## config.mk

```make
export PLATFORM = sky130hd
export DESIGN_NAME = mem_ahb_xfer_top
export DESIGN_NICKNAME = d
export VERILOG_FILES = /design/src/rtl/mem_cmd_pkg.sv /design/src/rtl/mem_rd_pkg.sv /design/src/rtl/ahb_burst_decode.sv /design/src/rtl/ahb_cmd_fetch.sv /design/src/rtl/mem_ahb_xfer_top.sv /design/src/rtl/mem_cmd_issue.sv /design/src/rtl/mem_rd_return.sv
export VERILOG_INCLUDE_DIRS = /design/src /design/src/include
export SDC_FILE = /design/constraint.sdc
export NUM_CORES = 1
export LEC_CHECK = 0
export ABC_CLOCK_PERIOD_IN_PS = 12400
export BUFFER_PORTS_ARGS = -buffer_cell sky130_fd_sc_hd__buf_2
export CAP_MARGIN = 5
export CORE_ASPECT_RATIO = 1.2
export CORE_UTILIZATION = 55
export DETAILED_ROUTE_END_ITERATION = 10
export PLACE_DENSITY = 0.95
export SYNTH_ARGS = -nofsm -noshare
export SYNTH_HDL_FRONTEND = slang
export SYNTH_SLANG_ARGS = --single-unit
```

## constraint.sdc

```tcl
create_clock -name mem_clk -period 12.4 [get_ports mem_clk]
set_input_delay 2.48 -clock mem_clk [delete_from_list [all_inputs] [get_ports mem_clk]]
set_output_delay 2.48 -clock mem_clk [all_outputs]
set_load 0.03 [all_outputs]
```

## src/include/mem_xfer_config.svh

```systemverilog
//////////////////////////////////////////////////
// memory transfer bridge widths
//////////////////////////////////////////////////

`ifndef MEM_XFER_CONFIG_SVH
`define MEM_XFER_CONFIG_SVH

// ahb side
`define MEM_AHB_ADDR_WIDTH 32
`define MEM_AHB_DATA_WIDTH 32

// beats minus one, covers the 1023 of an undefined incr
`define MEM_LEN_WIDTH 10

// memory words per command
`define MEM_XFER_LEN_WIDTH 10

// flush ack is held back so the read fifo empty status can settle
`define MEM_FLUSH_ACK_DELAY 3

`endif

```

## src/rtl/mem_cmd_pkg.sv

```systemverilog
//////////////////////////////////////////////////
// command side types
//////////////////////////////////////////////////

`default_nettype none

`include "mem_xfer_config.svh"

package mem_cmd_pkg;

	typedef logic [`MEM_AHB_ADDR_WIDTH-1:0] ahb_addr_t;
	typedef logic [2:0]                     ahb_hsize_t;	// 0 byte .. 3 dword
	typedef logic [`MEM_LEN_WIDTH-1:0]      ahb_len_t;
	typedef logic [`MEM_XFER_LEN_WIDTH-1:0] xfer_len_t;

	// ahb hburst encoding
	typedef enum logic [2:0]
	{
		HBURST_SINGLE = 3'd0,
		HBURST_INCR   = 3'd1,
		HBURST_WRAP4  = 3'd2,
		HBURST_INCR4  = 3'd3,
		HBURST_WRAP8  = 3'd4,
		HBURST_INCR8  = 3'd5,
		HBURST_WRAP16 = 3'd6,
		HBURST_INCR16 = 3'd7
	} ahb_hburst_t;

	// burst type seen by the memory controller
	typedef enum logic [1:0]
	{
		MEM_INCR = 2'd1,
		MEM_WRAP = 2'd2
	} mem_burst_t;

	// raw command fifo entry, bit 39 down to bit 0
	typedef struct packed
	{
		logic        mr_access;
		logic        write;
		ahb_hsize_t  size;
		ahb_hburst_t hburst;
		ahb_addr_t   addr;
	} cmd_entry_t;

	// command as offered to the controller
	typedef struct packed
	{
		ahb_addr_t  addr;
		ahb_len_t   len;
		mem_burst_t burst;
		ahb_hsize_t size;
		logic       write;
		logic       mr_access;
		xfer_len_t  xfer_len;
	} mem_cmd_t;

endpackage

`default_nettype wire

```

## src/rtl/mem_rd_pkg.sv

```systemverilog
//////////////////////////////////////////////////
// read return types
//////////////////////////////////////////////////

`default_nettype none

`include "mem_xfer_config.svh"

package mem_rd_pkg;

	typedef logic [`MEM_AHB_DATA_WIDTH-1:0] rdata_t;

	// word written to the ahb read data fifo
	typedef struct packed
	{
		logic   resp;	// dqs timeout
		rdata_t data;
	} rd_ff_word_t;

endpackage

`default_nettype wire

```

## src/rtl/ahb_burst_decode.sv

```systemverilog
//////////////////////////////////////////////////
// burst table decode stage
//////////////////////////////////////////////////

`default_nettype none

module ahb_burst_decode
	import mem_cmd_pkg::*;
(
	input  logic       mem_clk,
	input  logic       mem_rst_n,
	input  logic       entry_valid,
	input  cmd_entry_t entry,
	input  logic       hold,
	output logic       fetch_hold,
	output logic       cmd_valid,
	output mem_cmd_t   cmd
);

	mem_cmd_t nxt_cmd;
	logic     load;

	assign load       = !cmd_valid || !hold;
	assign fetch_hold = cmd_valid && hold;

	//////////////////////////////////////////////////
	// burst table, 32 bit data bus
	//////////////////////////////////////////////////

	always_comb
	begin
		nxt_cmd.addr      = entry.addr;
		nxt_cmd.size      = entry.size;
		nxt_cmd.write     = entry.write;
		nxt_cmd.mr_access = entry.mr_access;
		nxt_cmd.burst     = MEM_INCR;
		nxt_cmd.len       = ahb_len_t'(0);
		nxt_cmd.xfer_len  = xfer_len_t'(1);

		case (entry.hburst)
			HBURST_SINGLE:
			begin
				case (entry.size)
					3'd0, 3'd1: nxt_cmd.xfer_len = xfer_len_t'(1);
					3'd2:       nxt_cmd.xfer_len = xfer_len_t'(2);
					3'd3:       nxt_cmd.xfer_len = xfer_len_t'(4);
					default:    nxt_cmd.xfer_len = xfer_len_t'(8);
				endcase
			end
			HBURST_INCR:
			begin
				// undefined length, assume the longest
				case (entry.size)
					3'd0:    nxt_cmd.len = ahb_len_t'(1023);
					3'd1:    nxt_cmd.len = ahb_len_t'(511);
					default: nxt_cmd.len = ahb_len_t'(255);
				endcase
				nxt_cmd.xfer_len = xfer_len_t'(512);
			end
			HBURST_WRAP4:
			begin
				nxt_cmd.len   = ahb_len_t'(3);
				nxt_cmd.burst = MEM_WRAP;
				case (entry.size)
					3'd2:    nxt_cmd.xfer_len = xfer_len_t'(8);
					3'd3:    nxt_cmd.xfer_len = xfer_len_t'(16);
					default: nxt_cmd.xfer_len = xfer_len_t'(32);
				endcase
			end
			HBURST_INCR4:
			begin
				nxt_cmd.len = ahb_len_t'(3);
				case (entry.size)
					3'd0:    nxt_cmd.xfer_len = entry.addr[0] ? xfer_len_t'(3) : xfer_len_t'(2);
					3'd1:    nxt_cmd.xfer_len = xfer_len_t'(4);
					3'd2:    nxt_cmd.xfer_len = xfer_len_t'(8);
					3'd3:    nxt_cmd.xfer_len = xfer_len_t'(16);
					default: nxt_cmd.xfer_len = xfer_len_t'(32);
				endcase
			end
			HBURST_WRAP8:
			begin
				nxt_cmd.len   = ahb_len_t'(7);
				nxt_cmd.burst = MEM_WRAP;
				case (entry.size)
					3'd1:    nxt_cmd.xfer_len = xfer_len_t'(8);
					3'd2:    nxt_cmd.xfer_len = xfer_len_t'(16);
					default: nxt_cmd.xfer_len = xfer_len_t'(32);
				endcase
			end
			HBURST_INCR8:
			begin
				nxt_cmd.len = ahb_len_t'(7);
				case (entry.size)
					3'd0:    nxt_cmd.xfer_len = entry.addr[0] ? xfer_len_t'(5) : xfer_len_t'(4);
					3'd1:    nxt_cmd.xfer_len = xfer_len_t'(8);
					3'd2:    nxt_cmd.xfer_len = xfer_len_t'(16);
					3'd3:    nxt_cmd.xfer_len = xfer_len_t'(32);
					default: nxt_cmd.xfer_len = xfer_len_t'(64);
				endcase
			end
			HBURST_WRAP16:
			begin
				nxt_cmd.len   = ahb_len_t'(15);
				nxt_cmd.burst = MEM_WRAP;
				case (entry.size)
					3'd0:    nxt_cmd.xfer_len = xfer_len_t'(8);
					3'd1:    nxt_cmd.xfer_len = xfer_len_t'(16);
					default: nxt_cmd.xfer_len = xfer_len_t'(32);
				endcase
			end
			default:	// incr16
			begin
				nxt_cmd.len = ahb_len_t'(15);
				case (entry.size)
					3'd0:    nxt_cmd.xfer_len = entry.addr[0] ? xfer_len_t'(9) : xfer_len_t'(8);
					3'd1:    nxt_cmd.xfer_len = xfer_len_t'(16);
					3'd2:    nxt_cmd.xfer_len = xfer_len_t'(32);
					3'd3:    nxt_cmd.xfer_len = xfer_len_t'(64);
					default: nxt_cmd.xfer_len = xfer_len_t'(128);
				endcase
			end
		endcase
	end

	always_ff @(posedge mem_clk or negedge mem_rst_n)
	begin
		if (!mem_rst_n)
			cmd_valid <= 1'b0;
		else if (load)
			cmd_valid <= entry_valid;
	end

	always_ff @(posedge mem_clk)
	begin
		if (load && entry_valid)
			cmd <= nxt_cmd;
	end

endmodule

`default_nettype wire

```

## src/rtl/ahb_cmd_fetch.sv

```systemverilog
//////////////////////////////////////////////////
// command fifo fetch stage
//////////////////////////////////////////////////

`default_nettype none

module ahb_cmd_fetch
	import mem_cmd_pkg::*;
(
	input  logic       mem_clk,
	input  logic       mem_rst_n,
	input  logic       ahb_cmd_ff_empty,
	input  cmd_entry_t ahb_cmd_ff_data,
	output logic       ahb_cmd_ff_rden,
	input  logic       hold,
	output logic       entry_valid,
	output cmd_entry_t entry
);

	logic pop_pend;	// fifo data arrives this cycle

	// pop only into an empty slot with nothing in flight
	assign ahb_cmd_ff_rden = !ahb_cmd_ff_empty && !entry_valid && !pop_pend;

	//////////////////////////////////////////////////
	// slot control
	//////////////////////////////////////////////////

	always_ff @(posedge mem_clk or negedge mem_rst_n)
	begin
		if (!mem_rst_n)
		begin
			pop_pend    <= 1'b0;
			entry_valid <= 1'b0;
		end
		else
		begin
			pop_pend <= ahb_cmd_ff_rden;
			if (pop_pend)
				entry_valid <= 1'b1;
			else if (!hold)
				entry_valid <= 1'b0;	// decode took it
		end
	end

	// one cycle read latency on the fifo
	always_ff @(posedge mem_clk)
	begin
		if (pop_pend)
			entry <= ahb_cmd_ff_data;
	end

endmodule

`default_nettype wire

```

## src/rtl/mem_ahb_xfer_top.sv

```systemverilog
//////////////////////////////////////////////////
// ahb to memory transfer bridge
//////////////////////////////////////////////////

`default_nettype none

module mem_ahb_xfer_top
	import mem_cmd_pkg::*;
	import mem_rd_pkg::*;
(
	input  logic        mem_clk,
	input  logic        mem_rst_n,
	// command fifo
	input  logic        ahb_cmd_ff_empty,
	input  cmd_entry_t  ahb_cmd_ff_data,
	output logic        ahb_cmd_ff_rden,
	// controller command
	output mem_cmd_t    ahb_cmd,
	output logic        ahb_cmd_valid,
	input  logic        ahb_cmd_ready,
	output logic        wr_start_en,
	// controller read data
	input  logic        ahb_rdata_valid,
	input  rdata_t      ahb_rdata,
	input  logic        ahb_rdata_last,
	input  logic        ahb_rdata_resp,
	output logic        ahb_rdata_ready,
	// read data fifo
	output logic        ahb_rd_ff_wren,
	output rd_ff_word_t ahb_rd_ff_data,
	input  logic        ahb_rd_ff_full,
	// flush
	input  logic        rd_fifo_flush_start,
	input  logic        dq_rdata_flush_done,
	output logic        rd_fifo_flush_ack_out
);

	logic       entry_valid;
	cmd_entry_t entry;
	logic       fetch_hold;
	logic       dec_valid;
	mem_cmd_t   dec_cmd;
	logic       decode_hold;

	ahb_cmd_fetch i_fetch (
		.mem_clk          (mem_clk),
		.mem_rst_n        (mem_rst_n),
		.ahb_cmd_ff_empty (ahb_cmd_ff_empty),
		.ahb_cmd_ff_data  (ahb_cmd_ff_data),
		.ahb_cmd_ff_rden  (ahb_cmd_ff_rden),
		.hold             (fetch_hold),
		.entry_valid      (entry_valid),
		.entry            (entry)
	);

	ahb_burst_decode i_decode (
		.mem_clk     (mem_clk),
		.mem_rst_n   (mem_rst_n),
		.entry_valid (entry_valid),
		.entry       (entry),
		.hold        (decode_hold),
		.fetch_hold  (fetch_hold),
		.cmd_valid   (dec_valid),
		.cmd         (dec_cmd)
	);

	mem_cmd_issue i_issue (
		.mem_clk       (mem_clk),
		.mem_rst_n     (mem_rst_n),
		.cmd_valid     (dec_valid),
		.cmd           (dec_cmd),
		.decode_hold   (decode_hold),
		.ahb_cmd_ready (ahb_cmd_ready),
		.ahb_cmd_valid (ahb_cmd_valid),
		.ahb_cmd       (ahb_cmd),
		.wr_start_en   (wr_start_en)
	);

	mem_rd_return i_rd_return (
		.mem_clk               (mem_clk),
		.mem_rst_n             (mem_rst_n),
		.ahb_rdata_valid       (ahb_rdata_valid),
		.ahb_rdata_last        (ahb_rdata_last),
		.ahb_rdata_resp        (ahb_rdata_resp),
		.ahb_rdata             (ahb_rdata),
		.ahb_rdata_ready       (ahb_rdata_ready),
		.ahb_rd_ff_full        (ahb_rd_ff_full),
		.ahb_rd_ff_wren        (ahb_rd_ff_wren),
		.ahb_rd_ff_data        (ahb_rd_ff_data),
		.rd_fifo_flush_start   (rd_fifo_flush_start),
		.dq_rdata_flush_done   (dq_rdata_flush_done),
		.rd_fifo_flush_ack_out (rd_fifo_flush_ack_out)
	);

endmodule

`default_nettype wire

```

## src/rtl/mem_cmd_issue.sv

```systemverilog
//////////////////////////////////////////////////
// command issue to memory controller
//////////////////////////////////////////////////

`default_nettype none

module mem_cmd_issue
	import mem_cmd_pkg::*;
(
	input  logic     mem_clk,
	input  logic     mem_rst_n,
	input  logic     cmd_valid,
	input  mem_cmd_t cmd,
	output logic     decode_hold,
	input  logic     ahb_cmd_ready,
	output logic     ahb_cmd_valid,
	output mem_cmd_t ahb_cmd,
	output logic     wr_start_en
);

	typedef enum logic
	{
		IDLE,
		OFFER
	} issue_state_t;

	issue_state_t state;

	assign ahb_cmd_valid = (state == OFFER);
	assign decode_hold   = cmd_valid && (state == OFFER);	// only idle takes a command

	// starts the write data packer
	assign wr_start_en = ahb_cmd_valid && ahb_cmd_ready && ahb_cmd.write;

	always_ff @(posedge mem_clk or negedge mem_rst_n)
	begin
		if (!mem_rst_n)
			state <= IDLE;
		else
		begin
			case (state)
				IDLE:    if (cmd_valid) state <= OFFER;
				default: if (ahb_cmd_ready) state <= IDLE;	// taken
			endcase
		end
	end

	// held stable while offered
	always_ff @(posedge mem_clk)
	begin
		if (state == IDLE && cmd_valid)
			ahb_cmd <= cmd;
	end

endmodule

`default_nettype wire

```

## src/rtl/mem_rd_return.sv

```systemverilog
//////////////////////////////////////////////////
// read data return and flush ack
//////////////////////////////////////////////////

`default_nettype none

`include "mem_xfer_config.svh"

module mem_rd_return
	import mem_rd_pkg::*;
(
	input  logic        mem_clk,
	input  logic        mem_rst_n,
	input  logic        ahb_rdata_valid,
	input  logic        ahb_rdata_last,
	input  logic        ahb_rdata_resp,
	input  rdata_t      ahb_rdata,
	output logic        ahb_rdata_ready,
	input  logic        ahb_rd_ff_full,
	output logic        ahb_rd_ff_wren,
	output rd_ff_word_t ahb_rd_ff_data,
	input  logic        rd_fifo_flush_start,
	input  logic        dq_rdata_flush_done,
	output logic        rd_fifo_flush_ack_out
);

	logic                            accept;
	logic                            flush_pend;	// last beat seen, dq flush not yet done
	logic                            flush_done;
	logic                            flush_ack;
	logic [`MEM_FLUSH_ACK_DELAY-1:0] ack_dly;

	assign accept                = ahb_rdata_valid && ahb_rdata_ready;
	assign rd_fifo_flush_ack_out = ack_dly[`MEM_FLUSH_ACK_DELAY-1];

	//////////////////////////////////////////////////
	// data path
	//////////////////////////////////////////////////

	always_ff @(posedge mem_clk or negedge mem_rst_n)
	begin
		if (!mem_rst_n)
		begin
			ahb_rdata_ready <= 1'b0;
			ahb_rd_ff_wren  <= 1'b0;
		end
		else
		begin
			// stall the controller while a flush is being started
			ahb_rdata_ready <= !ahb_rd_ff_full && !(flush_pend && rd_fifo_flush_start);
			ahb_rd_ff_wren  <= accept;
		end
	end

	always_ff @(posedge mem_clk)
	begin
		if (accept)
		begin
			ahb_rd_ff_data.resp <= ahb_rdata_resp;
			ahb_rd_ff_data.data <= ahb_rdata;
		end
	end

	//////////////////////////////////////////////////
	// flush tracking
	//////////////////////////////////////////////////

	always_ff @(posedge mem_clk or negedge mem_rst_n)
	begin
		if (!mem_rst_n)
		begin
			flush_pend <= 1'b0;
			flush_done <= 1'b0;
			flush_ack  <= 1'b0;
			ack_dly    <= '0;
		end
		else
		begin
			if (accept && ahb_rdata_last)
				flush_pend <= 1'b1;
			else if (dq_rdata_flush_done)
				flush_pend <= 1'b0;

			// a new beat invalidates an earlier flush done
			if (accept || flush_ack)
				flush_done <= 1'b0;
			else if (dq_rdata_flush_done)
				flush_done <= 1'b1;

			flush_ack <= rd_fifo_flush_start && flush_done && !flush_ack;	// single pulse
			ack_dly   <= {ack_dly[`MEM_FLUSH_ACK_DELAY-2:0], flush_ack};
		end
	end

endmodule

`default_nettype wire

```

==> key figures <==
Yosys
  – Netlist area before placement: ~0.0061 mm²
  – Cell taking the most area after synthesis: sky130_fd_sc_hd__edfxtp_1
  – Syn nets: about 350
  – Seq/Total Area, Yosys: 0.923
  – Cell with the most instances after synthesis: sky130_fd_sc_hd__edfxtp_1
  – Number of different library cells in the post-synthesis netlist: 37
  – Cell count after synthesis: around 270
  – Ys async rst share: 0.0628
  – Ys Warns: 0
  – Top post-synthesis cells by area: sky130_fd_sc_hd__edfxtp_1 87%, sky130_fd_sc_hd__dfrtp_1 4.9%, sky130_fd_sc_hd__buf_4 0.73%
  – Post-synthesis sequential element count: between 150 and 200
  – Main flop type after synthesis: sky130_fd_sc_hd__edfxtp_1
  – Mean instance size in the synthesized netlist: between 20 and 25 µm²
  – Cell types with the highest counts after synthesis: 179 x sky130_fd_sc_hd__edfxtp_1, 12 x sky130_fd_sc_hd__dfrtp_1, 8 x sky130_fd_sc_hd__nand2_1, 7 x sky130_fd_sc_hd__nor2_1, 6 x sky130_fd_sc_hd__buf_4
  – Area share of the largest cell type after synthesis: 0.875
  – EDFF count, synth: 179

GRT
  – All-Layer GR Usage: 0.196
  – Via count of the first global-routing pass: ~3200
  – First-pass GRT wire length: approximately 16000 µm
  – Initial antenna violation count: 0
  – Residual overflow from global routing: 0
  – Largest net degree at the start of global routing: 54

Setup path
  – Startpoint of the worst-slack reg-to-reg timing path: i_issue.ahb_cmd_valid
  – Type of element launching the critical path: input pin
  – Cell mode on critical path: sky130_fd_sc_hd__buf_2
  – Cell type of the slowest stage on the worst timing path: sky130_fd_sc_hd__nor3_1
  – Cells on worst reg2reg path: 2
  – Type of the worst setup path: in2out
  – Crit path max-delay family: buffers and inverters
  – Worst R2R Setup Slack: between 10 and 15 ns
  – Critical path arrival: ~3.2 ns
  – Reg2Reg Capture Point: i_decode.cmd[4]
  – Worst setup EP type: output pin
  – Cells along the critical path: buf_2, nor3_1, buf_2
  – Highest net fanout along the worst path: 2
  – Crit-path max cell delay: about 0.30 ns
  – Launching element of the worst setup path: ahb_cmd_ff_empty
  – Buf+Inv Stages, Crit Path: 2
  – Worst EP required: 9.92 ns

Worst hold path
  – Worst hold endpoint: i_rd_return.ack_dly[2]
  – Classification of the worst-slack hold path: reg2reg
  – Start point of the worst hold path: i_rd_return.ack_dly[1]
  – Hold Path Stages: 0

Timing
  – Relative slew slack: 0.386
  – RSZ-0062 raised after global routing: no
  – Post-route setup slack: about 6.8 ns
  – Fmax: between 150 and 200 MHz
  – Accumulated negative setup slack: 0 ns
  – Max Transition Viols Final: 0
  – Share of the cycle needed by the critical path after routing: 0.454
  – Final worst clock skew: roughly 0.012 ns
  – Hold Vio Cnt, Final: 0
  – Measured slew at the worst slew-check pin: around 0.92 ns
  – Endpoints failing setup: 0
  – Fin crit period: roughly 5.6 ns

Detailed routing
  – Total via count in the routed design: 3057
  – DRC viols: 5
  – Aggregate routed wire length: 10600 µm
  – Detail Route Antenna Nets: 0
  – Detailed-route wire length per cell: 17.7 µm
  – Vias per cell: about 5.1
  – First-iteration detailed-routing DRC count: 179
  – First-pass DRT Iterations: 10

Place
  – Placer congestion estimate: 0.796
  – Total half-perimeter wirelength after legalization and detailed placement: 7210 µm
  – Dpl cell area: 0.00716 mm²
  – Placement Setup Slack: 6.78 ns
  – Count of input and output buffers: 178
  – Cell Count Post-Placement: around 570

Pwr
  – Switching power of the nets: between 0.5 and 0.6 mW
  – Worst IR drop on VDD: approximately 0.15 mV
  – Internal power: about 1.3 mW
  – Logic gate share of total power: 0.174
  – Switching Fraction: 0.290
  – Share of power burned in registers: 0.531
  – Static Leak: 3.02 nW
  – PwrDens: 243 mW/mm²
  – Clock network fraction of design power: 0.296

Cells and area
  – Area growth syn-to-layout: 26.5%
  – Post-route cell area: approximately 0.008 mm²
  – Final standard cell count with taps included and fillers excluded: around 600
  – Share of post-route cells with drive strength above 1: 0.463
  – Final Net Count: approximately 540
  – Antenna Cells: 0
  – Final core occ: 0.729
  – Filler cell count in the final layout: roughly 630

Die
  – Die span in y: 118 µm
  – Core region area: roughly 0.011 mm²
  – Initial standard-cell utilization of the core: 0.576
  – Number of ports placed on the die boundary: 180
  – Die width: just under 100 µm
  – Std-Cell Rows: approximately 40
  – Die Area: about 0.012 mm²

Status
  – Run status: complete, but fails checks
  – Violations in the final reports: design-rule violations

Clock network
  – Clock Sink Count: about 190
  – Clock Root Buffer: sky130_fd_sc_hd__clkbuf_16
  – Buffer count from post-CTS setup fixing: 0
  – Clock tree buffer depth: 2
  – # hold bufs at CTS: 0
  – Insertion delay of the later-clocked pin in the worst-skew pair: ~0.42 ns
  – Total CTS buffers: 17
  – Resize count post-CTS: 0
  – TritonCTS clock tree: done
  – Maximum level of the CTS H-tree: 4
  – Post-CTS clock slew at the launch and capture registers of the worst setup and hold paths: 0.06 ns

Flow run
  – Max capacitance violation total: 0
stage by stage:
step | power, mW | hold WS, ns
after floorplan | 1.23 | 0.331
final | 1.89 | 0.375
after global routing | 1.96 | 0.384
after detailed placement | 1.35 | 0.351
after CTS | 1.90 | 0.386
after global placement | 1.32 | 0.334
registers in the layout, summed over array words and instances (netlist names), 3 cells and up:
signal,flops
i_decode.cmd,53
i_fetch.entry,40
i_issue.ahb_cmd,53
i_rd_return.ack_dly,3
i_rd_return.ahb_rd_ff_data,33
cells by family (layout without fill, tap and decap cells):
group                     after synthesis  count (layout)  share of synthesized area
buffers and inverters                  18             218                     0.0167
other                                   1               1                   0.000610
and+or+nand+nor                        37              37                     0.0348
DFF                                   191             191                      0.923
xor gates and xnor gates                1               1                    0.00143
AOI/OAI and AO/OA                      21              21                     0.0230
layout make-up:
type | instances | area, µm² | area share
Clock buffer | 18 | 429 | 0.0552
Clock inverter | 14 | 189 | 0.0243
Inverter | 5 | 18.8 | 0.00241
Multi-Input combinational cell | 60 | 387 | 0.0497
Sequential cell | 191 | 5680 | 0.730
Tap cell | 129 | 161 | 0.0208
Timing Repair Buffer | 181 | 913 | 0.117
cell usage in the layout, fill, tap and decap left out, types with 2 or more instances in the layout:
master and count:
sky130_fd_sc_hd__nor4bb_1 2, sky130_fd_sc_hd__nor4_1 2, sky130_fd_sc_hd__nor2_1 7, sky130_fd_sc_hd__dfrtp_1 11, sky130_fd_sc_hd__nand2_1 8, sky130_fd_sc_hd__buf_4 3, sky130_fd_sc_hd__o31ai_1 2, sky130_fd_sc_hd__o21ai_0 3
sky130_fd_sc_hd__a21oi_1 5, sky130_fd_sc_hd__nor3_1 4, sky130_fd_sc_hd__clkinv_4 2, sky130_fd_sc_hd__clkinv_1 2, sky130_fd_sc_hd__a21o_1 2, sky130_fd_sc_hd__inv_6 3, sky130_fd_sc_hd__inv_1 5, sky130_fd_sc_hd__and3b_1 2
sky130_fd_sc_hd__clkbuf_16 17, sky130_fd_sc_hd__bufinv_16 4, sky130_fd_sc_hd__buf_2 178, sky130_fd_sc_hd__nor3b_1 2, sky130_fd_sc_hd__clkinv_2 2, sky130_fd_sc_hd__nor2b_1 2, sky130_fd_sc_hd__edfxtp_1 179
power groups by stage:
stage                     registers (mW)  logic [mW]  clock network, mW
after floorplan                     1.13       0.102                  0
after global placement              1.00       0.322                  0
after detailed placement            1.02       0.330                  0
after CTS                           1.01       0.332              0.567
after global routing                1.02       0.347              0.591
final                               1.00       0.328              0.558
per-layer routing:
metal | vias to the layer above | track usage | share of wire
met5 | - | 0 | 0
met4 | 0 | 0.0979 | 0.027
met3 | 27 | 0.0600 | 0.054
met2 | 134 | 0.340 | 0.54
met1 | 1481 | 0.218 | 0.37
li1 | 1415 | - | -
worst max-delay path by stage:
stage	to	slack, ns	cells past startpoint
final	ahb_cmd_ff_rden	6.77	3
after global routing	ahb_cmd_ff_rden	6.70	3
after CTS	ahb_cmd_ff_rden	6.77	3
after detailed placement	ahb_cmd_ff_rden	6.78	3
after global placement	ahb_cmd_ff_rden	6.83	3
after floorplan	ahb_cmd_ff_rden	6.75	1
Note: power is estimated with default switching activity, not from simulation.
